$ cat src/rtl/soc_bus_params.svh
`ifndef SOC_BUS_PARAMS_SVH
`define SOC_BUS_PARAMS_SVH

// ====================
// Address map
// ====================

// RAM is matched on address bits 31:24.
`define RAM_BASE_HI     8'h00
// Peripherals are matched on address bits 31:8.
`define GPIO_BASE       24'h1fd004
`define TICKER_BASE     24'h1fd005

// RAM geometry and wait states per access.
`define RAM_WORDS       1024
`define RAM_WAIT        2

// GPIO register offsets.
`define GPIO_OUT_OFS    8'h00
`define GPIO_IN_OFS     8'h04

// Ticker register offsets.
`define TICK_COUNT_OFS  8'h00
`define TICK_CMP_OFS    8'h04
`define TICK_STAT_OFS   8'h08

`endif

$ cat src/rtl/soc_bus_pkg.sv
`default_nettype none

package soc_bus_pkg;

    // ====================
    // Data types
    // ====================

    // One bus word.
    typedef logic [31:0] word_t;

    // Target selected by the address decoder.
    typedef enum logic [1:0] {
        REGION_RAM,
        REGION_GPIO,
        REGION_TICKER,
        REGION_NONE
    } region_e;

    // ====================
    // RAM access FSM
    // ====================

    typedef enum logic {
        RAM_IDLE,
        RAM_BUSY
    } ram_state_e;

endpackage

`default_nettype wire

$ cat src/rtl/slave_bus_if.sv
`timescale 1ns/1ps
`default_nettype none

interface slave_bus_if import soc_bus_pkg::*; ();

    // Offset inside the slave window.
    logic [23:0] addr;
    word_t       wrdata;
    logic [3:0]  byteenable;
    logic        rd;
    logic        wr;
    word_t       rddata;

    modport decoder (
        output addr,
        output wrdata,
        output byteenable,
        output rd,
        output wr,
        input  rddata
    );

    modport slave (
        input  addr,
        input  wrdata,
        input  byteenable,
        input  rd,
        input  wr,
        output rddata
    );

endinterface

`default_nettype wire

$ cat src/rtl/gpio_slave.sv
`timescale 1ns/1ps
`default_nettype none

`include "soc_bus_params.svh"

module gpio_slave import soc_bus_pkg::*; (
    input  wire          clk,
    input  wire          rst_i,
    slave_bus_if.slave   bus,
    input  wire word_t   gpio_in_i,
    output word_t        gpio_out_o
);

    word_t out_q;
    word_t in_meta_q;
    word_t in_sync_q;
    logic  sel_out;
    logic  sel_in;

    assign sel_out = (bus.addr[7:0] == `GPIO_OUT_OFS);
    assign sel_in  = (bus.addr[7:0] == `GPIO_IN_OFS);

    // Output register with byte writes.
    always_ff @(posedge clk) begin
        if (rst_i) begin
            out_q <= '0;
        end else if (bus.wr && sel_out) begin
            for (int b = 0; b < 4; b++) begin
                if (bus.byteenable[b]) begin
                    out_q[8*b +: 8] <= bus.wrdata[8*b +: 8];
                end
            end
        end
    end

    // Two-flop synchronizer for the pins.
    always_ff @(posedge clk) begin
        if (rst_i) begin
            in_meta_q <= '0;
            in_sync_q <= '0;
        end else begin
            in_meta_q <= gpio_in_i;
            in_sync_q <= in_meta_q;
        end
    end

    always_comb begin
        bus.rddata = '0;
        if (bus.rd) begin
            if (sel_out) begin
                bus.rddata = out_q;
            end else if (sel_in) begin
                bus.rddata = in_sync_q;
            end
        end
    end

    assign gpio_out_o = out_q;

endmodule

`default_nettype wire

$ cat src/flat_wrapper.sv
// flat-port wrapper written by rule: the top's interface ports become plain ports
module gpio_slave_flat import soc_bus_pkg::*;
  (clk, rst_i, gpio_in_i, gpio_out_o, bus_addr, bus_wrdata, bus_byteenable, bus_rd, bus_wr, bus_rddata);
  slave_bus_if bus_i ();
  input  wire clk;
  input  wire rst_i;
  input  wire word_t gpio_in_i;
  output word_t gpio_out_o;
  input wire logic [$bits(bus_i.addr)-1:0] bus_addr;
  input wire logic [$bits(bus_i.wrdata)-1:0] bus_wrdata;
  input wire logic [$bits(bus_i.byteenable)-1:0] bus_byteenable;
  input wire logic [$bits(bus_i.rd)-1:0] bus_rd;
  input wire logic [$bits(bus_i.wr)-1:0] bus_wr;
  output wire logic [$bits(bus_i.rddata)-1:0] bus_rddata;
  assign bus_i.addr = bus_addr;
  assign bus_i.wrdata = bus_wrdata;
  assign bus_i.byteenable = bus_byteenable;
  assign bus_i.rd = bus_rd;
  assign bus_i.wr = bus_wr;
  assign bus_rddata = bus_i.rddata;
  gpio_slave u_core (.clk(clk), .rst_i(rst_i), .bus(bus_i), .gpio_in_i(gpio_in_i), .gpio_out_o(gpio_out_o));
endmodule
$ cat config.mk
export PLATFORM = sky130hd
export DESIGN_NAME = gpio_slave_flat
export DESIGN_NICKNAME = d
export VERILOG_FILES = /design/src/rtl/soc_bus_pkg.sv /design/src/rtl/slave_bus_if.sv /design/src/rtl/gpio_slave.sv /design/src/flat_wrapper.sv
export VERILOG_INCLUDE_DIRS = /design/src /design/src/rtl
export SDC_FILE = /design/constraint.sdc
export NUM_CORES = 1
export LEC_CHECK = 0
export ABC_AREA = 0
export ABC_CLOCK_PERIOD_IN_PS = 3300
export BUFFER_PORTS_ARGS = -buffer_cell sky130_fd_sc_hd__buf_2
export CAP_MARGIN = 20
export CORE_ASPECT_RATIO = 0.9
export CORE_MARGIN = 2
export CORE_UTILIZATION = 40
export CTS_CLUSTER_SIZE = 28
export DETAILED_ROUTE_END_ITERATION = 16
export MAX_ROUTING_LAYER = met4
export PLACE_DENSITY = 0.69
export SLEW_MARGIN = 0
export SYNTH_ARGS = -nofsm -noshare
export SYNTH_HDL_FRONTEND = slang
export SYNTH_SLANG_ARGS = --single-unit
$ cat constraint.sdc
create_clock -name clk -period 3.3 [get_ports clk]
set_input_delay 0 -clock clk [delete_from_list [all_inputs] [get_ports clk]]
set_output_delay 0 -clock clk [all_outputs]
set_load 0.03 [all_outputs]
==> run summary <==
Worst Tran Pin Value: 1.07 ns
CTS sink cnt: 96
Fillcell total: 798
Global-route wire length before repair: 14000 um
Proportion of power drawn by the clock network: 0.323
DR vias/cell: 4.40
DRT antenna net count: 0
Num rows: 33
Status: finished, final reports clean
Critical path launch point type: input pin
Mapped Cells: 350
Initial Util: 0.410
Ys async rst share: 0
RSZ-0062 raised after global routing: false
All-Layer GR Usage: 0.182
Core Box Area: 9080 sq um
CP arrival: 1.60 ns
Final worst slack: 1.70 ns
Psw: 484 uW
Post_cts resized: 0
CTS max path bufs: 2
Post-synth top cells: 96 x dfxtp_1, 65 x nor2b_1, 64 x mux2i_1, 64 x nand2b_1, 30 x nor2_1
CP required: 3.30 ns
Switching portion of total power: 0.232
Initial DRC count: 94
Hold Path Class: in -> reg
P per Cell Area: 393 nW/um^2
Final setup fails: 0
Ranking of synthesized cells by area: dfxtp_1 52%, mux2i_1 17%, nor2b_1 11%
Hold Fails Final Rpt: 0
Syn Nets: 446
Vias in the first global route: 2946
Placement Setup Slack: 1.40 ns
CTS tree: done
Minimum clock period: 1.60 ns
Comb power frac: 0.101
Hpwl dp: 5500 um
Kind of critical path: in -> out
WL/cell: 13.1 um
Synthesized area per cell: 10.6 sq um
Relative slew slack: 0.287
Area grow syn2layout: 42.4%
Crit end category: output pin
Final wirelength: 8820 um
Post-synth EDFFs: 0
Multi-input logic area: 1700 sq um
Seq/Total Area, Yosys: 0.516
Clk_skew: 0.00787 ns
Clk_lat worst skew: 0.35 ns
Die area: 10100 sq um
Clock root cell: clkbuf_8
Most frequent cell after synthesis: dfxtp_1
Critical Path Fanout Max: 32
Leakage power: 0.00260 uW
GRT overflow: 0
DR pass1 iterations: 4
Post-synth cell types: 13
Period utilization: 0.484
Min-delay src: bus_byteenable[1]
Chip height: 95.6 um
Post-layout nets: 643
Reg area: 1920 sq um
# DRC: 0
Total I/O pin count: 160
Max Freq: 0.626 GHz
Via count: 2960
Worst reg2reg startpoint: u_core.gpio_out_o[29]$_SDFFE_PP0P_
Crit path from: bus_addr[7]
Ys flop type: dfxtp_1
Top-area cell type share of the netlist area: 0.516
Hold buffers post-CTS: 64
VDD IR max: 188 uV
Seq pwr share: 0.576
Synthesis-stage register bit count: 96
Setup repair bufs after CTS: 0
Largest area contributor in the netlist: dfxtp_1
Pins over their slew limit: 0
Layout cells sized above 1: 0.305
Cts bufs inserted: 9
Largest net degree at the start of global routing: 129
I/O Buffers: 143
# diodes: 0
Initial antenna violation count: 0
Netlist Area Pre-Place: 3730 sq um
Max_cap viols: 0
Clk pin slew, worst setup/hold paths: 0.10 ns
RD Place Congestion: 0.767
Yosys warns: 0
Die Wd: 106 um
Int Pwr: 1600 uW
# H-tree levels: 3
Setup TNS: 0 ns
==> worst paths after layout <==
check,endpoint,slack [ns],depth (start not counted)
worst min-delay path,u_core.gpio_out_o[12]$_SDFFE_PP0P_,0.04,3
worst max register to register,u_core.gpio_out_o[29]$_SDFFE_PP0P_,2.65,2
worst max-delay path,bus_rddata[3],1.70,6
worst min register to register,u_core.in_sync_q[4]$_SDFF_PP0_,0.44,1
==> power by group through the flow <==
stage               clock [uW]  sequential (uW)  combinational [uW]
detailed placement           0             1230                 151
CTS                        705             1200                 209
global placement             0             1230                 147
global route               743             1210                 230
finish                     673             1200                 210
floorplan                    0             1230                89.8
==> layout make-up <==
cell class,instances,area share
Multi-Input combinational cell,232,0.320
Tap cell,122,0.0288
Clock buffer,9,0.0233
Clock inverter,6,0.00825
Sequential cell,96,0.362
Timing Repair Buffer,208,0.257
==> metal layers <==
layer  GRT usage  part of all wire  vias to the layer above
li1            -                 -                     1507
met1       0.205              0.44                     1358
met2       0.324              0.50                       85
met3      0.0342             0.051                       10
met4      0.0669             0.012                        0
met5           -                 0                        -
==> registers in the layout, indices dropped and copies added, names as in the netlist <==
register,cells
u_core.gpio_out_o,32
u_core.in_meta_q,32
u_core.in_sync_q,32
==> logic make-up after synthesis <==
logic type    share of synthesized area
simple gates                      0.284
mux                               0.172
buf+inv                          0.0282
flops                             0.516
==> through the flow <==
stage / hold WS (ns) / instance area [sq um] / std cells / power, uW / util
6_report: 0.0402 / 5310 / 673 / 2080 / 0.584
3_5_place_dp: 0.213 / 4500 / 594 / 1380 / 0.495
5_1_grt: 0.0506 / 5310 / 673 / 2180 / 0.584
2_1_floorplan: 0.128 / 3730 / 350 / 1320 / -
4_1_cts: 0.0313 / 5310 / 673 / 2120 / 0.584
3_3_place_gp: 0.209 / 4500 / 594 / 1370 / 0.495
==> worst max-delay path, cell delays in order <==
cell	delay [ns]
buf_2	0.12
nor4_4	0.66
nand3_2	0.12
buf_4	0.28
nor2_1	0.18
buf_2	0.22
==> cells in the final DEF, fill, tap and decap left out, drive strengths merged <==
| cell | Yosys | layout |
|---|---|---|
| nand4 | 4 | 4 |
| dlygate4sd3 | 0 | 64 |
| nor4 | 1 | 1 |
| nor3 | 1 | 1 |
| nor2b | 65 | 65 |
| dfxtp | 96 | 96 |
| mux2i | 64 | 64 |
| nand2b | 64 | 64 |
| nor2 | 32 | 32 |
| nand3 | 1 | 1 |
| buf | 5 | 144 |
| clkbuf | 17 | 9 |
| clkinvlp | 0 | 1 |
| inv | 0 | 3 |
| clkinv | 0 | 2 |
Note: power is estimated with default switching activity, not from simulation.
