## config.mk

```make
export PLATFORM = sky130hd
export DESIGN_NAME = dbus_flat
export DESIGN_NICKNAME = d
export VERILOG_FILES = /design/src/rtl/soc_bus_pkg.sv /design/src/rtl/slave_bus_if.sv /design/src/rtl/dbus.sv /design/src/flat_wrapper.sv
export VERILOG_INCLUDE_DIRS = /design/src /design/src/rtl
export SDC_FILE = /design/constraint.sdc
export NUM_CORES = 1
export LEC_CHECK = 0
export BUFFER_PORTS_ARGS = -buffer_cell sky130_fd_sc_hd__buf_2
export CAP_MARGIN = 20
export CORE_AREA = 8 8 145 147
export DETAILED_ROUTE_END_ITERATION = 10
export DIE_AREA = 0 0 153 155
export GPL_TIMING_DRIVEN = 1
export SYNTH_ARGS = -nofsm -noshare
export SYNTH_HDL_FRONTEND = slang
export SYNTH_SLANG_ARGS = --single-unit
export TNS_END_PERCENT = 1
```

## constraint.sdc

```tcl
create_clock -name vclk -period 2.8
set_clock_uncertainty 0.2 [all_clocks]
set_input_delay 0.42 -clock vclk [all_inputs]
set_output_delay 0.42 -clock vclk [all_outputs]
set_load 0.02 [all_outputs]
```

## src/rtl/soc_bus_params.svh

```systemverilog
`ifndef SOC_BUS_PARAMS_SVH
`define SOC_BUS_PARAMS_SVH

// ====================
// Address map
// ====================

// RAM is matched on address bits 31:24.
`define RAM_BASE_HI     8'h00
// Peripherals are matched on address bits 31:8.
`define GPIO_BASE       24'h1fd004
`define TICKER_BASE     24'h1fd005

// RAM geometry and wait states per access.
`define RAM_WORDS       1024
`define RAM_WAIT        2

// GPIO register offsets.
`define GPIO_OUT_OFS    8'h00
`define GPIO_IN_OFS     8'h04

// Ticker register offsets.
`define TICK_COUNT_OFS  8'h00
`define TICK_CMP_OFS    8'h04
`define TICK_STAT_OFS   8'h08

`endif

```

## src/rtl/soc_bus_pkg.sv

```systemverilog
`default_nettype none

package soc_bus_pkg;

    // ====================
    // Data types
    // ====================

    // One bus word.
    typedef logic [31:0] word_t;

    // Target selected by the address decoder.
    typedef enum logic [1:0] {
        REGION_RAM,
        REGION_GPIO,
        REGION_TICKER,
        REGION_NONE
    } region_e;

    // ====================
    // RAM access FSM
    // ====================

    typedef enum logic {
        RAM_IDLE,
        RAM_BUSY
    } ram_state_e;

endpackage

`default_nettype wire

```

## src/rtl/slave_bus_if.sv

```systemverilog
`timescale 1ns/1ps
`default_nettype none

interface slave_bus_if import soc_bus_pkg::*; ();

    // Offset inside the slave window.
    logic [23:0] addr;
    word_t       wrdata;
    logic [3:0]  byteenable;
    logic        rd;
    logic        wr;
    word_t       rddata;

    modport decoder (
        output addr,
        output wrdata,
        output byteenable,
        output rd,
        output wr,
        input  rddata
    );

    modport slave (
        input  addr,
        input  wrdata,
        input  byteenable,
        input  rd,
        input  wr,
        output rddata
    );

endinterface

`default_nettype wire

```

## src/rtl/dbus.sv

```systemverilog
`timescale 1ns/1ps
`default_nettype none

`include "soc_bus_params.svh"

module dbus import soc_bus_pkg::*; (
    input  wire word_t       master_address_i,
    input  wire [3:0]        master_byteenable_i,
    input  wire              master_read_i,
    input  wire              master_write_i,
    input  wire word_t       master_wrdata_i,
    output word_t            master_rddata_o,
    output logic             master_stall_o,
    input  wire              ram_stall_i,
    slave_bus_if.decoder     ram_bus,
    slave_bus_if.decoder     gpio_bus,
    slave_bus_if.decoder     ticker_bus
);

    region_e region;

    // ====================
    // Request fan-out
    // ====================

    assign ram_bus.addr          = master_address_i[23:0];
    assign ram_bus.wrdata        = master_wrdata_i;
    assign ram_bus.byteenable    = master_byteenable_i;

    assign gpio_bus.addr         = master_address_i[23:0];
    assign gpio_bus.wrdata       = master_wrdata_i;
    assign gpio_bus.byteenable   = master_byteenable_i;

    assign ticker_bus.addr       = master_address_i[23:0];
    assign ticker_bus.wrdata     = master_wrdata_i;
    assign ticker_bus.byteenable = master_byteenable_i;

    // Priority decode with RAM first.
    always_comb begin
        if (master_address_i[31:24] == `RAM_BASE_HI) begin
            region = REGION_RAM;
        end else if (master_address_i[31:8] == `GPIO_BASE) begin
            region = REGION_GPIO;
        end else if (master_address_i[31:8] == `TICKER_BASE) begin
            region = REGION_TICKER;
        end else begin
            region = REGION_NONE;
        end
    end

    // ====================
    // Strobes and return
    // ====================

    always_comb begin
        ram_bus.rd      = 1'b0;
        ram_bus.wr      = 1'b0;
        gpio_bus.rd     = 1'b0;
        gpio_bus.wr     = 1'b0;
        ticker_bus.rd   = 1'b0;
        ticker_bus.wr   = 1'b0;
        master_rddata_o = '0;
        master_stall_o  = 1'b0;
        case (region)
            REGION_RAM: begin
                ram_bus.rd      = master_read_i;
                ram_bus.wr      = master_write_i;
                master_rddata_o = ram_bus.rddata;
                master_stall_o  = ram_stall_i;
            end
            REGION_GPIO: begin
                gpio_bus.rd     = master_read_i;
                gpio_bus.wr     = master_write_i;
                master_rddata_o = gpio_bus.rddata;
            end
            REGION_TICKER: begin
                ticker_bus.rd   = master_read_i;
                ticker_bus.wr   = master_write_i;
                master_rddata_o = ticker_bus.rddata;
            end
            default: begin
                // Unmapped space reads zero and drops writes.
                master_rddata_o = '0;
            end
        endcase
    end

endmodule

`default_nettype wire

```

## src/flat_wrapper.sv

```systemverilog
// flat-port wrapper written by rule: the top's interface ports become plain ports
module dbus_flat import soc_bus_pkg::*;
  (master_address_i, master_byteenable_i, master_read_i, master_write_i, master_wrdata_i, master_rddata_o, master_stall_o, ram_stall_i, ram_bus_addr, ram_bus_wrdata, ram_bus_byteenable, ram_bus_rd, ram_bus_wr, ram_bus_rddata, gpio_bus_addr, gpio_bus_wrdata, gpio_bus_byteenable, gpio_bus_rd, gpio_bus_wr, gpio_bus_rddata, ticker_bus_addr, ticker_bus_wrdata, ticker_bus_byteenable, ticker_bus_rd, ticker_bus_wr, ticker_bus_rddata);
  slave_bus_if ram_bus_i ();
  slave_bus_if gpio_bus_i ();
  slave_bus_if ticker_bus_i ();
  input  wire word_t master_address_i;
  input  wire [3:0] master_byteenable_i;
  input  wire master_read_i;
  input  wire master_write_i;
  input  wire word_t master_wrdata_i;
  output word_t master_rddata_o;
  output logic master_stall_o;
  input  wire ram_stall_i;
  output wire logic [$bits(ram_bus_i.addr)-1:0] ram_bus_addr;
  output wire logic [$bits(ram_bus_i.wrdata)-1:0] ram_bus_wrdata;
  output wire logic [$bits(ram_bus_i.byteenable)-1:0] ram_bus_byteenable;
  output wire logic [$bits(ram_bus_i.rd)-1:0] ram_bus_rd;
  output wire logic [$bits(ram_bus_i.wr)-1:0] ram_bus_wr;
  input wire logic [$bits(ram_bus_i.rddata)-1:0] ram_bus_rddata;
  output wire logic [$bits(gpio_bus_i.addr)-1:0] gpio_bus_addr;
  output wire logic [$bits(gpio_bus_i.wrdata)-1:0] gpio_bus_wrdata;
  output wire logic [$bits(gpio_bus_i.byteenable)-1:0] gpio_bus_byteenable;
  output wire logic [$bits(gpio_bus_i.rd)-1:0] gpio_bus_rd;
  output wire logic [$bits(gpio_bus_i.wr)-1:0] gpio_bus_wr;
  input wire logic [$bits(gpio_bus_i.rddata)-1:0] gpio_bus_rddata;
  output wire logic [$bits(ticker_bus_i.addr)-1:0] ticker_bus_addr;
  output wire logic [$bits(ticker_bus_i.wrdata)-1:0] ticker_bus_wrdata;
  output wire logic [$bits(ticker_bus_i.byteenable)-1:0] ticker_bus_byteenable;
  output wire logic [$bits(ticker_bus_i.rd)-1:0] ticker_bus_rd;
  output wire logic [$bits(ticker_bus_i.wr)-1:0] ticker_bus_wr;
  input wire logic [$bits(ticker_bus_i.rddata)-1:0] ticker_bus_rddata;
  assign ram_bus_addr = ram_bus_i.addr;
  assign ram_bus_wrdata = ram_bus_i.wrdata;
  assign ram_bus_byteenable = ram_bus_i.byteenable;
  assign ram_bus_rd = ram_bus_i.rd;
  assign ram_bus_wr = ram_bus_i.wr;
  assign ram_bus_i.rddata = ram_bus_rddata;
  assign gpio_bus_addr = gpio_bus_i.addr;
  assign gpio_bus_wrdata = gpio_bus_i.wrdata;
  assign gpio_bus_byteenable = gpio_bus_i.byteenable;
  assign gpio_bus_rd = gpio_bus_i.rd;
  assign gpio_bus_wr = gpio_bus_i.wr;
  assign gpio_bus_i.rddata = gpio_bus_rddata;
  assign ticker_bus_addr = ticker_bus_i.addr;
  assign ticker_bus_wrdata = ticker_bus_i.wrdata;
  assign ticker_bus_byteenable = ticker_bus_i.byteenable;
  assign ticker_bus_rd = ticker_bus_i.rd;
  assign ticker_bus_wr = ticker_bus_i.wr;
  assign ticker_bus_i.rddata = ticker_bus_rddata;
  dbus u_core (.master_address_i(master_address_i), .master_byteenable_i(master_byteenable_i), .master_read_i(master_read_i), .master_write_i(master_write_i), .master_wrdata_i(master_wrdata_i), .master_rddata_o(master_rddata_o), .master_stall_o(master_stall_o), .ram_stall_i(ram_stall_i), .ram_bus(ram_bus_i), .gpio_bus(gpio_bus_i), .ticker_bus(ticker_bus_i));
endmodule
```

==> impl_results.md <==
- Final critical-path required period: 2640 ps
- Hold buffer count at cts: 0
- Final WS setup: 156 ps
- Fillers: 2164
- Die Height: 155 µm
- Fin nets: 466
- Max frequency: 0.378 GHz
- Num ports: 386
- CP endpoint kind: output pin
- RePlAce Congestion: 0.827
- Post-DP HPWL: 8090 µm
- Core area: 19000 µm²
- Hold Vio Cnt, Final: 0
- Commonest non-fill, non-tap cell in the layout: buf_2
- VDD IR-drop max: 0.0000380 V
- FF+latch count: 0
- Slowest cell on the critical path: or4_4
- FP Rows: 51
- Worst hold path startpoint: master_wrdata_i[15]
- Final WL: 9230 µm
- CP Data Required Time: 2180 ps
- Critical path type: primary input to output pin
- WHS Path Cells: 0
- First-pass detailed-route iteration total: 4
- First-pass GRT wire length: 13000 µm
- Setup slack at placement: 153 ps
- DRT iter0 DRCs: 78
- Critical path's largest stage delay: 540 ps
- Post-synthesis area per instance: 8.49 µm²
- Run status: completed
- CP bufs+invs: 3
- Via count: 1893
- Synthesis-to-finish area growth: -0.376%
- Max cap viols: 0
- Final setup vio count: 0
- Post-CTS sizing: 0
- Hold EP: ticker_bus_wrdata[15]
- Leakage: 1.37 nW
- Crit path launch type: primary input
- Synth warn: 0
- Via density: 3.54
- Initial antenna violation count: 0
- Cells after Synth: 274
- Tcrit/Tclk final: 94.4%
- Crit-path max FO: 36
- CP top delay family: simple AND/OR/NAND/NOR gates
- Reg area: 0 µm²
- Clkbuf count: 0
- Tightest Pin Transition: 268 ps
- Unrepaired setup endpoints after global routing: no
- DRT antenna net count: 0
- Worst path arrival time: 2020 ps
- GRT overflow: 0
- Post-CTS Setup Inserts: 0
- Die ar.: 23700 µm²
- ANT cells: 0
- Die X: 153 µm
- Most frequent cells in the layout: buf_2 (210), mux2_2 (32), a32o_2 (30)
- Initial Utilization: 12.3%
- DRC viols: 0
- Pin count of the biggest net entering global routing: 37
- Sequential-to-total area share from yosys stat: 0%
- Average wire per standard cell: 17.3 µm
- Share of cells above drive strength 1: 96.6%
- Pwr Density: 110 nW/µm²
- Crit-path cells: buf_2 > or4_4 > nor4_4 > buf_12 > and4b_2 > buf_2
- Slew Limit Fails: 0
- Most used cell, CP: buf_2
- Synth unique cells: 19
- Slew Limit Headroom: 82.0%
- Tot GR Track Use: 6.90%
- Input/output buffers: 210
- Setup TNS Final: 0 ps
- Vias in the first global route: 1952
- Final core occ: 12.2%
- Synthesized area: 2330 µm²
- Syn Nets: 441
- Min-delay worst type: primary input to output pin
power breakdown:
group          internal, W  leakage (nW)  switching (W)
Sequential               0             0              0
Combinational     0.000124          1.37       0.000130
Clock                    0             0              0
Total             0.000124          1.37       0.000130
through the flow:
stage	hold WS (ps)	std cells	cell area (µm²)	total power, W
finish	640	535	2320	0.000254
floorplan	753	274	2330	0.000432
global placement	640	535	2320	0.000256
detailed placement	640	535	2320	0.000258
global route	640	535	2320	0.000274
CTS	640	535	2320	0.000259
per-layer routing:
layer	global-route usage [%]	share of wire, %
met2	11.0	44
met4	4.01	5.9
met3	3.44	14
met1	7.33	36
met5	0	0
worst max path at each step:
stage	depth (start not counted)	endpoint	startpoint
2_1_floorplan	4	master_rddata_o[10]	master_address_i[17]
3_3_place_gp	6	gpio_bus_rd	master_address_i[14]
3_5_place_dp	6	gpio_bus_rd	master_address_i[17]
4_1_cts	6	gpio_bus_rd	master_address_i[17]
5_1_grt	6	master_rddata_o[16]	master_address_i[14]
6_report	6	gpio_bus_wr	master_address_i[17]
cells in the mapped netlist:
cell type	number	share of area [%]
a32o_2	30	15
buf_2	4	0.86
or4_1	1	0.32
or4_4	1	0.48
or3_4	1	0.48
a32o_1	2	0.86
mux2_2	32	15
nand4_1	1	0.27
nand2_1	1	0.16
nor3_4	1	0.70
nor4_4	2	1.8
and2_1	3	0.81
and4b_2	2	0.97
buf_6	3	1.5
and4_2	2	0.86
nand4bb_1	1	0.48
or4b_1	1	0.43
buf_4	180	58
clkbuf_1	6	0.97
logic make-up (layout without fill, tap and decap cells):
| group | count (synthesis) | after routing | share of synthesized area (%) |
|---|---|---|---|
| simple gates | 17 | 17 | 7.80 |
| mux | 32 | 32 | 15.5 |
| compound gates | 32 | 32 | 15.4 |
| buf+inv | 193 | 216 | 61.3 |
final cells by class:
type	count	area, µm²	share of cell area, %
timing repair buffer	216	1120	48.4
multi-input combinational	81	900	38.8
tap	238	298	12.8
(Power assumes the default switching activity.)
