[src/rtl/soc_bus_params.svh]
`ifndef SOC_BUS_PARAMS_SVH
`define SOC_BUS_PARAMS_SVH

// ====================
// Address map
// ====================

// RAM is matched on address bits 31:24.
`define RAM_BASE_HI     8'h00
// Peripherals are matched on address bits 31:8.
`define GPIO_BASE       24'h1fd004
`define TICKER_BASE     24'h1fd005

// RAM geometry and wait states per access.
`define RAM_WORDS       1024
`define RAM_WAIT        2

// GPIO register offsets.
`define GPIO_OUT_OFS    8'h00
`define GPIO_IN_OFS     8'h04

// Ticker register offsets.
`define TICK_COUNT_OFS  8'h00
`define TICK_CMP_OFS    8'h04
`define TICK_STAT_OFS   8'h08

`endif

[src/rtl/soc_bus_pkg.sv]
`default_nettype none

package soc_bus_pkg;

    // ====================
    // Data types
    // ====================

    // One bus word.
    typedef logic [31:0] word_t;

    // Target selected by the address decoder.
    typedef enum logic [1:0] {
        REGION_RAM,
        REGION_GPIO,
        REGION_TICKER,
        REGION_NONE
    } region_e;

    // ====================
    // RAM access FSM
    // ====================

    typedef enum logic {
        RAM_IDLE,
        RAM_BUSY
    } ram_state_e;

endpackage

`default_nettype wire

[src/rtl/slave_bus_if.sv]
`timescale 1ns/1ps
`default_nettype none

interface slave_bus_if import soc_bus_pkg::*; ();

    // Offset inside the slave window.
    logic [23:0] addr;
    word_t       wrdata;
    logic [3:0]  byteenable;
    logic        rd;
    logic        wr;
    word_t       rddata;

    modport decoder (
        output addr,
        output wrdata,
        output byteenable,
        output rd,
        output wr,
        input  rddata
    );

    modport slave (
        input  addr,
        input  wrdata,
        input  byteenable,
        input  rd,
        input  wr,
        output rddata
    );

endinterface

`default_nettype wire

[src/rtl/ticker_slave.sv]
`timescale 1ns/1ps
`default_nettype none

`include "soc_bus_params.svh"

module ticker_slave import soc_bus_pkg::*; (
    input  wire          clk,
    input  wire          rst_i,
    slave_bus_if.slave   bus,
    output logic         irq_o
);

    word_t      count_q;
    word_t      cmp_q;
    logic       flag_q;
    logic [7:0] ofs;
    logic       wr_count;
    logic       wr_cmp;
    logic       wr_stat;

    assign ofs      = bus.addr[7:0];
    assign wr_count = bus.wr && (ofs == `TICK_COUNT_OFS);
    assign wr_cmp   = bus.wr && (ofs == `TICK_CMP_OFS);
    assign wr_stat  = bus.wr && (ofs == `TICK_STAT_OFS);

    // ====================
    // Counter and compare
    // ====================

    always_ff @(posedge clk) begin
        if (rst_i) begin
            count_q <= '0;
        end else if (wr_count) begin
            count_q <= bus.wrdata;
        end else begin
            count_q <= count_q + 32'd1;
        end
    end

    always_ff @(posedge clk) begin
        if (rst_i) begin
            cmp_q <= '0;
        end else if (wr_cmp) begin
            cmp_q <= bus.wrdata;
        end
    end

    // Sticky match; a new match wins over a clear in the same cycle.
    always_ff @(posedge clk) begin
        if (rst_i) begin
            flag_q <= 1'b0;
        end else if (count_q == cmp_q) begin
            flag_q <= 1'b1;
        end else if (wr_stat) begin
            flag_q <= 1'b0;
        end
    end

    always_comb begin
        bus.rddata = '0;
        if (bus.rd) begin
            case (ofs)
                `TICK_COUNT_OFS: bus.rddata = count_q;
                `TICK_CMP_OFS:   bus.rddata = cmp_q;
                `TICK_STAT_OFS:  bus.rddata = {31'd0, flag_q};
                default:         bus.rddata = '0;
            endcase
        end
    end

    assign irq_o = flag_q;

endmodule

`default_nettype wire

[src/flat_wrapper.sv]
// flat-port wrapper written by rule: the top's interface ports become plain ports
module ticker_slave_flat import soc_bus_pkg::*;
  (clk, rst_i, irq_o, bus_addr, bus_wrdata, bus_byteenable, bus_rd, bus_wr, bus_rddata);
  slave_bus_if bus_i ();
  input  wire clk;
  input  wire rst_i;
  output logic irq_o;
  input wire logic [$bits(bus_i.addr)-1:0] bus_addr;
  input wire logic [$bits(bus_i.wrdata)-1:0] bus_wrdata;
  input wire logic [$bits(bus_i.byteenable)-1:0] bus_byteenable;
  input wire logic [$bits(bus_i.rd)-1:0] bus_rd;
  input wire logic [$bits(bus_i.wr)-1:0] bus_wr;
  output wire logic [$bits(bus_i.rddata)-1:0] bus_rddata;
  assign bus_i.addr = bus_addr;
  assign bus_i.wrdata = bus_wrdata;
  assign bus_i.byteenable = bus_byteenable;
  assign bus_i.rd = bus_rd;
  assign bus_i.wr = bus_wr;
  assign bus_rddata = bus_i.rddata;
  ticker_slave u_core (.clk(clk), .rst_i(rst_i), .bus(bus_i), .irq_o(irq_o));
endmodule
[config.mk]
export PLATFORM = sky130hd
export DESIGN_NAME = ticker_slave_flat
export DESIGN_NICKNAME = d
export VERILOG_FILES = /design/src/rtl/soc_bus_pkg.sv /design/src/rtl/slave_bus_if.sv /design/src/rtl/ticker_slave.sv /design/src/flat_wrapper.sv
export VERILOG_INCLUDE_DIRS = /design/src /design/src/rtl
export SDC_FILE = /design/constraint.sdc
export NUM_CORES = 1
export LEC_CHECK = 0
export BUFFER_PORTS_ARGS = -buffer_cell sky130_fd_sc_hd__buf_2
export CAP_MARGIN = 20
export CORE_ASPECT_RATIO = 0.5
export CORE_MARGIN = 1.5
export CORE_UTILIZATION = 30
export DETAILED_ROUTE_END_ITERATION = 8
export PLACE_DENSITY = 0.58
export SYNTH_ARGS = -nofsm -noshare
export SYNTH_HDL_FRONTEND = slang
export SYNTH_SLANG_ARGS = --single-unit
[constraint.sdc]
create_clock -name clk -period 3.62 [get_ports clk]
set_clock_uncertainty 0.2 [all_clocks]
set_input_delay 0.362 -clock clk [delete_from_list [all_inputs] [get_ports clk]]
set_output_delay 0.362 -clock clk [all_outputs]
set_load 0.01 [all_outputs]
==> impl_metrics.py, run 1 <==
metrics = {
    "sta": {
        "tightest_slew_ps": 824.9,
        "post-route-min-period_ps": 2543,
        "setup_ws_ps": 1077,
        "fin_tns_setup_ps": 0,
        "fmax_mhz": 393.3,
        "rsz0062_at_grt": "no",
        "setup_viol": 0,
        "hold_violations": 0,
        "max-slew-margin-rel_pct": 45.01,
        "finalCritPeriodShare_pct": 70.24,
        "maxSlewViolCount": 0,
        "holdWs_ps": 71.35,
    },
    "synth": {
        "synth_simple_gate_area_share_pct": 25.63,
        "syn_area_per_cell_um2": 7.662,
        "synth_mux_area_share_pct": 0.2744,
        "synth-xor-area-share_pct": 14.89,
        "ys_seq_area_share_pct": 35.68,
        "syn_nets": 541,
        "synth_top_family_by_area": "simple AND/OR/NAND/NOR gates",
        "ys_ff_latch": 65,
        "synth_compound_area_share_pct": 17.77,
        "yosys_warnings": 0,
        "syn-cell-area_um2": 3647,
        "synth_cell_types": 28,
        "synth_fa_ha_area_share_pct": 0.3431,
        "syn_inst": 476,
    },
    "clock_tree": {
        "h-tree-depth": 3,
        "cts_buffers": 9,
        "clock_sink_count": 65,
        "clk_latency_ps": 340,
        "cts_root_buffer": "clkbuf_16",
        "clockBufferDepth": 2,
        "cts_resized": 0,
        "post_cts_buffers": 0,
        "cts_hold_buffers": 0,
        "cts_tree": "built",
        "cts.reportedPaths.clkPinSlew_ps": 50,
    },
    "layout": {
        "area_growth_pct": 22.68,
        "fin_util_pct": 37.79,
        "diodes": 0,
        "final_nets": 596,
        "fillers": 1272,
        "mostFrequentLayoutCell": "buf_2",
        "layout-drive-gt1-share_pct": 19.78,
        "final_cell_mix": "buf_2, nand2_1, nor2_1, dfxtp_1, xnor2_1",
        "fin_cells": 701,
    },
    "setup_path": {
        "crit_path_end_kind": "primary output",
        "crit_fanout": 24,
        "crit_type": "input pin to primary output",
        "critical_path_required_ps": 3060,
        "crit_path_start_kind": "input pin",
        "arrival_ps": 1980,
        "rrSetupSlack_ps": 1190,
    },
    "run_status": {
        "status": "finished clean",
    },
    "placement": {
        "portBuffers": 76,
        "pre_cts_slack_ps": 1055,
        "dp.cells": 685,
        "dp_hpwl_um": 7467,
        "routabilityCongestion": 0.8632,
    },
    "route": {
        "drc_errors": 0,
        "wl_per_cell_um": 15.43,
        "drt-total-wl_um": 10810,
        "dr.pass1.iters": 4,
        "num_vias": 3495,
        "ant_nets": 0,
        "viasPerCell": 4.986,
        "drtIter0Drc": 257,
    },
    "flow_run": {
        "maxCapViolCount": 0,
    },
    "grt": {
        "antenna_found_initial": 0,
        "grt_pass1_vias": 3227,
        "grt-ovfl-total": 0,
        "grt_pass1_wl_um": 16930,
        "grt.total_usage_pct": 17.08,
        "grt_max_degree": 42,
    },
    "power": {
        "peakVddDrop_mv": 0.2172,
        "p_per_area_nw_per_um2": 404.7,
        "p_leak_nw": 1.558,
    },
    "die": {
        "initial_core_util_pct": 30.80,
        "core_area_um2": 11840,
        "rows": 28,
        "die_x_um": 158.9,
        "io_pins": 97,
        "die_h_um": 80.97,
        "die_area_um2": 12870,
    },
    "min_path": {
        "holdCritPathClass": "input pin to flop",
    },
}
[worst paths after layout]
check / from / to / cells past startpoint
hold / removal: bus_wrdata[23] / u_core.cmp_q[23]$_SDFFE_PP0P_ / 3
hold reg to reg: u_core.cmp_q[1]$_SDFFE_PP0P_ / u_core.cmp_q[1]$_SDFFE_PP0P_ / 2
setup / recovery: bus_addr[5] / bus_rddata[21] / 6
setup reg to reg: u_core.count_q[4]$_SDFF_PP0_ / u_core.count_q[31]$_SDFF_PP0_ / 5
[metal layers]
layer	GRT usage [%]	wire [um]
met1	23.01	5317
met2	26.93	4794
met3	4.648	634
met4	5.000	67
met5	0	0
[flip-flops by register name, summed over array words and instances, names as in the netlist]
register	count
u_core.cmp_q	32
u_core.count_q	32
u_core.irq_o	1
[power breakdown]
group          total [W]  internal (W)  switching [W]
Clock            0.00101      0.000687       0.000320
Sequential      0.000729      0.000721     0.00000772
Combinational  0.0000744     0.0000323      0.0000421
[cell type report]
| class | count | area, um2 | area share, % |
|---|---|---|---|
| Multi-Input combinational cell | 368 | 2151 | 48.07 |
| Inverter | 1 | 3.754 | 0.08389 |
| Sequential cell | 65 | 1301 | 29.08 |
| Tap cell | 165 | 206.4 | 4.614 |
| Clock inverter | 6 | 105.1 | 2.349 |
| Clock buffer | 10 | 239.0 | 5.341 |
| Timing Repair Buffer | 86 | 467.9 | 10.46 |
[cells in the mapped netlist]
| library cell | count | share of area (%) |
|---|---|---|
| nand2_1 | 75 | 7.7 |
| nor2_1 | 69 | 7.1 |
| dfxtp_1 | 65 | 36 |
| xnor2_1 | 36 | 8.6 |
| a21oi_1 | 35 | 4.8 |
| a211oi_1 | 31 | 6.4 |
| a22oi_1 | 31 | 6.4 |
| clkbuf_1 | 28 | 2.9 |
| xor2_1 | 26 | 6.2 |
| nand4_1 | 22 | 3.8 |
| nand3_1 | 16 | 2.2 |
| buf_2 | 11 | 1.5 |
| and3_1 | 7 | 1.2 |
| and4_1 | 5 | 1.2 |
| and2_1 | 3 | 0.51 |
| nor4_1 | 3 | 0.51 |
| nor3_1 | 2 | 0.27 |
| buf_4 | 1 | 0.21 |
| buf_6 | 1 | 0.31 |
| buf_8 | 1 | 0.41 |
| ha_1 | 1 | 0.34 |
| inv_1 | 1 | 0.10 |
| mux2i_1 | 1 | 0.27 |
| nand3_2 | 1 | 0.27 |
| nor2b_1 | 1 | 0.17 |
| nor3b_2 | 1 | 0.34 |
| nor4_2 | 1 | 0.34 |
| o31ai_1 | 1 | 0.21 |
[worst max-delay path: stages]
cell,delay (ps)
buf_2,100
nor4_2,370
nand4_1,440
buf_4,390
nor2_1,160
buf_2,150
[cells by family (layout without fill, tap and decap cells)]
logic type / count (synthesis) / after routing
muxes: 1 / 1
DFF: 65 / 65
and+or+nand+nor: 206 / 206
xor gates and xnor gates: 62 / 62
buffers and inverters: 43 / 103
AOI/OAI and AO/OA: 98 / 98
adders and majority gates: 1 / 1
[stage by stage]
step            power, W  cell area, um2
2_1_floorplan  0.0007761            3647
3_3_place_gp   0.0008191            4130
3_5_place_dp   0.0008190            4130
4_1_cts         0.001826            4474
5_1_grt         0.001861            4474
6_report        0.001811            4474
Note: power is estimated with default switching activity, not from simulation.
==> run 2, diff against run 1 <==
==> constraint.sdc (replaced) <==
create_clock -name clk -period 2.6 [get_ports clk]
set_clock_uncertainty 0.2 [all_clocks]
set_input_delay 0.26 -clock clk [delete_from_list [all_inputs] [get_ports clk]]
set_output_delay 0.26 -clock clk [all_outputs]
set_load 0.01 [all_outputs]
==> run 2 against run 1 <==
Clock-buffer cell count grew 2. Register-to-register slack worse by 620 ps. Non-clock buffer count increased by 40. Setup slack got worse by 560 ps. Cell count is 5.6% higher. Design area rose by 8.0%. First-iteration DRC count up 7.8%. Total power increased by 31%. Sequential share of layout area shrank 2.2 points. Clock power rose by 20%. Highest routed layer unchanged.
==> impl_metrics.py, run 2 (synthesized netlist as in run 1, its figures left out) <==
metrics = {
    "layout": {
        "fillers": 1245,
        "fin_area_um2": 4832,
        "diodes": 0,
        "final_nets": 636,
        "mostFrequentLayoutCell": "buf_2",
        "fin_util_pct": 40.81,
        "layout-drive-gt1-share_pct": 19.48,
        "final_cell_mix": "buf_2, nand2_1, nor2_1, dfxtp_1, xnor2_1",
        "area_growth_pct": 32.49,
    },
    "setup_path": {
        "crit_fanout": 33,
        "arrival_ps": 1630,
        "crit_type": "input pin to primary output",
        "r2r-start": "u_core.count_q[1]$_SDFF_PP0_",
        "crit_path_start_kind": "input pin",
        "crit_path_end_kind": "primary output",
        "worstSetupStartpoint": "bus_addr[5]",
        "critical_path_required_ps": 2140,
    },
    "route": {
        "wl_per_cell_um": 14.49,
        "drtIter0Drc": 277,
        "drc_errors": 0,
        "viasPerCell": 4.836,
        "drt-total-wl_um": 10730,
        "dr.pass1.iters": 5,
        "num_vias": 3579,
        "ant_nets": 0,
    },
    "clock_tree": {
        "clk_latency_ps": 330,
        "cts_tree": "built",
        "cts.reportedPaths.clkPinSlew_ps": 50,
        "clockBufferDepth": 2,
        "h-tree-depth": 3,
        "cts_resized": 0,
        "cts_buffers": 9,
        "clock_sink_count": 65,
        "cts_root_buffer": "clkbuf_16",
    },
    "power": {
        "p_leak_nw": 1.709,
        "p_per_area_nw_per_um2": 489.9,
        "peakVddDrop_mv": 0.2285,
    },
    "sta": {
        "maxSlewViolCount": 0,
        "post-route-min-period_ps": 2086,
        "fin_tns_setup_ps": 0,
        "setup_viol": 0,
        "fmax_mhz": 479.4,
        "finalCritPeriodShare_pct": 80.22,
        "tightest_slew_ps": 635.0,
        "hold_violations": 0,
        "rsz0062_at_grt": "no",
        "setup_ws_ps": 514.2,
        "max-slew-margin-rel_pct": 57.67,
    },
    "die": {
        "die_h_um": 80.97,
        "die_area_um2": 12870,
        "initial_core_util_pct": 30.80,
        "rows": 28,
        "die_x_um": 158.9,
        "core_area_um2": 11840,
        "io_pins": 97,
    },
    "placement": {
        "placed_area_um2": 4215,
        "routabilityCongestion": 0.8467,
        "dp_hpwl_um": 7396,
        "pre_cts_slack_ps": 483.0,
        "portBuffers": 76,
    },
    "grt": {
        "busiest_layer": "met2",
        "grt_max_degree": 38,
        "grt_use_met3_pct": 4.494,
        "gr-usage-met1_pct": 22.78,
        "grt_pass1_wl_um": 17390,
        "grt_use_met2_pct": 28.51,
        "grt-ovfl-total": 0,
        "grt.total_usage_pct": 17.41,
        "antenna_found_initial": 0,
        "grt_pass1_vias": 3330,
    },
    "min_path": {
        "holdCritPathClass": "input pin to flop",
        "holdCritStartpoint": "bus_wr",
    },
    "flow_run": {
        "maxCapViolCount": 0,
    },
    "run_status": {
        "status": "finished clean",
    },
}
run 2: changes by cell type in the layout (fill, tap and decap cells not counted):
cell	previous run	this run
dlygate4sd3_1	0	32
buf_4	9	15
buf_12	1	3
bufinv_16	3	1
clkbuf_1	0	1
clkbuf_8	1	2
clkinv_2	3	2
run 2: final timing paths:
check        slack, ps                            end  cells after the start
max                510                  bus_rddata[1]                      7
min                 60   u_core.count_q[1]$_SDFF_PP0_                      3
max reg2reg        570  u_core.count_q[28]$_SDFF_PP0_                      7
min reg2reg        280  u_core.cmp_q[18]$_SDFFE_PP0P_                      2
run 2: layout make-up:
cell class / instances / area, um2 / area share [%]
inverters: 1 / 3.754 / 0.07768
flip-flops and latches: 65 / 1301 / 26.93
repair buffers: 126 / 873.3 / 18.07
clock inverters: 3 / 40.04 / 0.8286
clock buffers: 12 / 256.5 / 5.308
multi-input cells: 368 / 2151 / 44.51
well taps: 165 / 206.4 / 4.272
run 2: repair_timing:
item / 4_1_cts / 5_1_grt
endpoints found under the setup margin: 0 / 0
buffers inserted: 0 / 0
hold endpoints to repair: 33 / 0
hold buffers: 32 / 0
run 2: stage by stage:
stage                     std cells  total power, W  hold slack, ps
after CTS                       740        0.002398           43.33
after floorplan                 476        0.001081           196.0
after detailed placement        693        0.001144           278.0
after global placement          693        0.001143           271.4
final                           740        0.002367           57.41
after global routing            740        0.002461           61.21
run 2: power breakdown:
group          switching, W  internal [W]  total (W)  leakage [nW]
logic             0.0000666     0.0000789   0.000145          1.04
registers        0.00000895       0.00101    0.00101         0.524
clock network      0.000423      0.000785    0.00121         0.148
total              0.000499       0.00187    0.00237          1.71
run 2: critical path: stages:
cell and delay (ps):
buf_2 100, nor4_2 370, and3_1 270, buf_12 210, a22oi_1 150, nor2_1 120
buf_2 140
run 2: metal layers:
layer | vias up | wire length (um)
met2 | 58 | 4820
met1 | 1669 | 5383
li1 | 1845 | -
met4 | 0 | 85
met3 | 7 | 437
met5 | - | 0
==> run 3, diff against run 2 <==
--- a/config.mk
+++ b/config.mk
@@ -6,13 +6,14 @@
 export SDC_FILE = /design/constraint.sdc
 export NUM_CORES = 1
 export LEC_CHECK = 0
+export ABC_AREA = 1
 export BUFFER_PORTS_ARGS = -buffer_cell sky130_fd_sc_hd__buf_2
 export CAP_MARGIN = 20
 export CORE_ASPECT_RATIO = 0.5
 export CORE_MARGIN = 1.5
 export CORE_UTILIZATION = 30
 export DETAILED_ROUTE_END_ITERATION = 8
-export PLACE_DENSITY = 0.58
+export PLACE_DENSITY = 0.59
 export SYNTH_ARGS = -nofsm -noshare
 export SYNTH_HDL_FRONTEND = slang
 export SYNTH_SLANG_ARGS = --single-unit
==> constraint.sdc (replaced) <==
create_clock -name clk -period 1.7 [get_ports clk]
set_clock_uncertainty 0.2 [all_clocks]
set_input_delay 0.17 -clock clk [delete_from_list [all_inputs] [get_ports clk]]
set_output_delay 0.17 -clock clk [all_outputs]
set_load 0.01 [all_outputs]
==> run 3 against run 2 <==
The flow now finishes with violations (negative setup slack). Cell count up 45%. Clock-buffer cell count rose by 1. Setup slack lost 540 ps. Global-route usage is 2.4 points higher. Clock power up 53%. Wire length grew 47%. Critical path depth grew 2. Highest routed layer unchanged.
==> impl_metrics.py, run 3 <==
metrics = {
    "die": {
        "die_h_um": 87.72,
        "die_x_um": 172.4,
        "core_area_um2": 13780,
        "io_pins": 97,
        "die_area_um2": 15130,
        "rows": 30,
        "initial_core_util_pct": 31.26,
    },
    "synth": {
        "ys_seq_area_share_pct": 30.21,
        "syn_area_per_cell_um2": 6.135,
        "yosys-top-cells-count": "nand2_1, nor2_1, inv_1, dfxtp_1, o21ai_0",
        "synth-xor-area-share_pct": 7.118,
        "synth_most_common_cell": "nand2_1",
        "synth_mux_area_share_pct": 0,
        "synth_area_leaders": "dfxtp_1, nand2_1, nor2_1",
        "async_reset_ff_share_pct": 0,
        "synth_fa_ha_area_share_pct": 0.2905,
        "syn_inst": 702,
        "synth_edf_count": 0,
        "synth_ff_type": "dfxtp_1",
        "synth_cell_types": 32,
        "syn_nets": 767,
        "synth_top_family_by_area": "simple AND/OR/NAND/NOR gates",
        "synth_top_area_share_pct": 30.21,
        "ys_ff_latch": 65,
        "synth_top_cell_by_area": "dfxtp_1",
        "yosys_warnings": 0,
        "syn-cell-area_um2": 4307,
        "synth_compound_area_share_pct": 14.24,
        "synth_simple_gate_area_share_pct": 37.33,
    },
    "setup_path": {
        "slowest_delay_ps": 220,
        "crit_path_start_kind": "input pin",
        "crit_fanout": 6,
        "worst_path_max_delay_cell": "nor3_4",
        "r2r_cells": 11,
        "critPathMostFrequentCell": "nand2_2",
        "critical_path_required_ps": 1330,
        "crit_type": "input pin to primary output",
        "arrival_ps": 1360,
        "crit_path_end_kind": "primary output",
        "cp_cell_sequence": "buf_6 -> nor2_4 -> nand2_2 -> nor3_4 -> buf_12 -> clkbuf_16 -> nand2_2 -> a31oi_1 -> buf_2",
    },
    "grt": {
        "grt_pass1_vias": 4739,
        "grt_use_met2_pct": 31.74,
        "antenna_found_initial": 0,
        "grt-ovfl-total": 0,
        "gr-usage-met1_pct": 27.27,
        "busiest_layer": "met2",
        "grt_use_met3_pct": 3.931,
        "grt_max_degree": 37,
        "grt_pass1_wl_um": 23200,
        "grt.total_usage_pct": 19.77,
    },
    "clock_tree": {
        "cts_buffers": 9,
        "clock_sink_count": 65,
        "cts_tree": "built",
        "h-tree-depth": 3,
        "clk_latency_ps": 330,
        "clockBufferDepth": 2,
        "cts_root_buffer": "clkbuf_16",
        "cts.reportedPaths.clkPinSlew_ps": 60,
    },
    "layout": {
        "mostFrequentLayoutCell": "nand2_1",
        "diodes": 0,
        "fin_area_um2": 6838,
        "layout-drive-gt1-share_pct": 34.24,
        "ff_latch_area_um2": 1335,
        "fin_util_pct": 49.64,
        "multi_input_area_um2": 3065,
        "area_growth_pct": 58.77,
        "fillers": 1332,
        "final_cell_mix": "nand2_1, buf_2, buf_4, inv_1, nor2_1",
        "final_nets": 939,
    },
    "power": {
        "p_leak_nw": 3.282,
        "p_per_area_nw_per_um2": 553.4,
        "peakVddDrop_mv": 0.4914,
    },
    "run_status": {
        "failed_checks": "negative setup slack",
        "status": "complete, but fails checks",
    },
    "route": {
        "drc_errors": 0,
        "num_vias": 5335,
        "ant_nets": 0,
        "viasPerCell": 4.981,
        "dr.pass1.iters": 5,
        "drtIter0Drc": 421,
        "wl_per_cell_um": 14.74,
        "drt-total-wl_um": 15780,
    },
    "placement": {
        "dp_hpwl_um": 10420,
        "portBuffers": 76,
        "placed_area_um2": 5383,
        "pre_cts_slack_ps": -113.0,
        "routabilityCongestion": 0.9166,
    },
    "sta": {
        "finalCritPeriodShare_pct": 101.6,
        "rsz0062_at_grt": "yes",
        "fmax_mhz": 578.8,
        "setup_ws_ps": -27.57,
        "tightest_slew_ps": 371.8,
        "maxSlewViolCount": 0,
        "post-route-min-period_ps": 1728,
        "hold_violations": 0,
        "holdWs_ps": 36.65,
        "max-slew-margin-rel_pct": 75.21,
        "fin_tns_setup_ps": -28.90,
        "setup_viol": 2,
    },
    "flow_run": {
        "maxCapViolCount": 0,
    },
    "min_path": {
        "holdPathStages": 5,
        "holdCritPathClass": "input pin to flop",
    },
}
[run 3: cells by family after synthesis]
kind of cell / after synthesis
compound gates: 117
xor+xnor: 35
fa+ha+maj: 1
buf+inv: 116
flops: 65
simple gates: 368
[run 3: what timing repair did]
action | in CTS | in global routing
endpoints found under the setup margin | 48 | 54
hold endpoints to repair | 64 | 0
hold buffers | 34 | 0
buffers inserted | 2 | 12
gates cloned | 1 | 3
pin swaps | 13 | 44
resized for setup | 41 | 136
[run 3: worst max-delay path: cells and delay by family]
kind,cells,cell delay [ps]
AOI/OAI and AO/OA,1,160
buffers and inverters,4,580
and+or+nand+nor,4,440
[run 3: worst paths after layout]
check,startpoint,end,slack [ps]
worst max-delay path,bus_addr[4],bus_rddata[0],-30
worst min-delay path,bus_addr[0],u_core.irq_o$_SDFFE_PP0P_,40
worst max register to register,u_core.count_q[7]$_SDFF_PP0_,u_core.count_q[29]$_SDFF_PP0_,30
worst min register to register,u_core.irq_o$_SDFFE_PP0P_,u_core.irq_o$_SDFFE_PP0P_,300
[run 3: report_power, final]
part	leakage (nW)	switching [W]	internal [W]	total, W
Combinational	2.61	0.000201	0.000188	0.000390
Sequential	0.533	0.0000155	0.00153	0.00155
Clock	0.144	0.000677	0.00117	0.00185
[run 3: layout make-up]
| cell class | instances | share of cell area, % |
|---|---|---|
| well taps | 192 | 3.513 |
| clock inverters | 3 | 0.5855 |
| multi-input cells | 521 | 44.83 |
| flip-flops and latches | 65 | 19.52 |
| repair buffers | 201 | 23.71 |
| clock buffers | 13 | 3.660 |
| inverters | 76 | 4.172 |
[run 3: per-layer routing]
layer	routed length (um)	part of all wire, %	vias up
li1	-	-	2643
met1	7342	47	2516
met2	7149	45	159
met3	1045	6.6	17
met4	244	1.5	0
met5	0	0	-
[run 3: stage by stage]
step / cells / power (W)
6_report: 1071 / 0.003784
5_1_grt: 1071 / 0.003926
4_1_cts: 1056 / 0.003778
3_5_place_dp: 1003 / 0.001862
3_3_place_gp: 1003 / 0.001860
2_1_floorplan: 702 / 0.001706
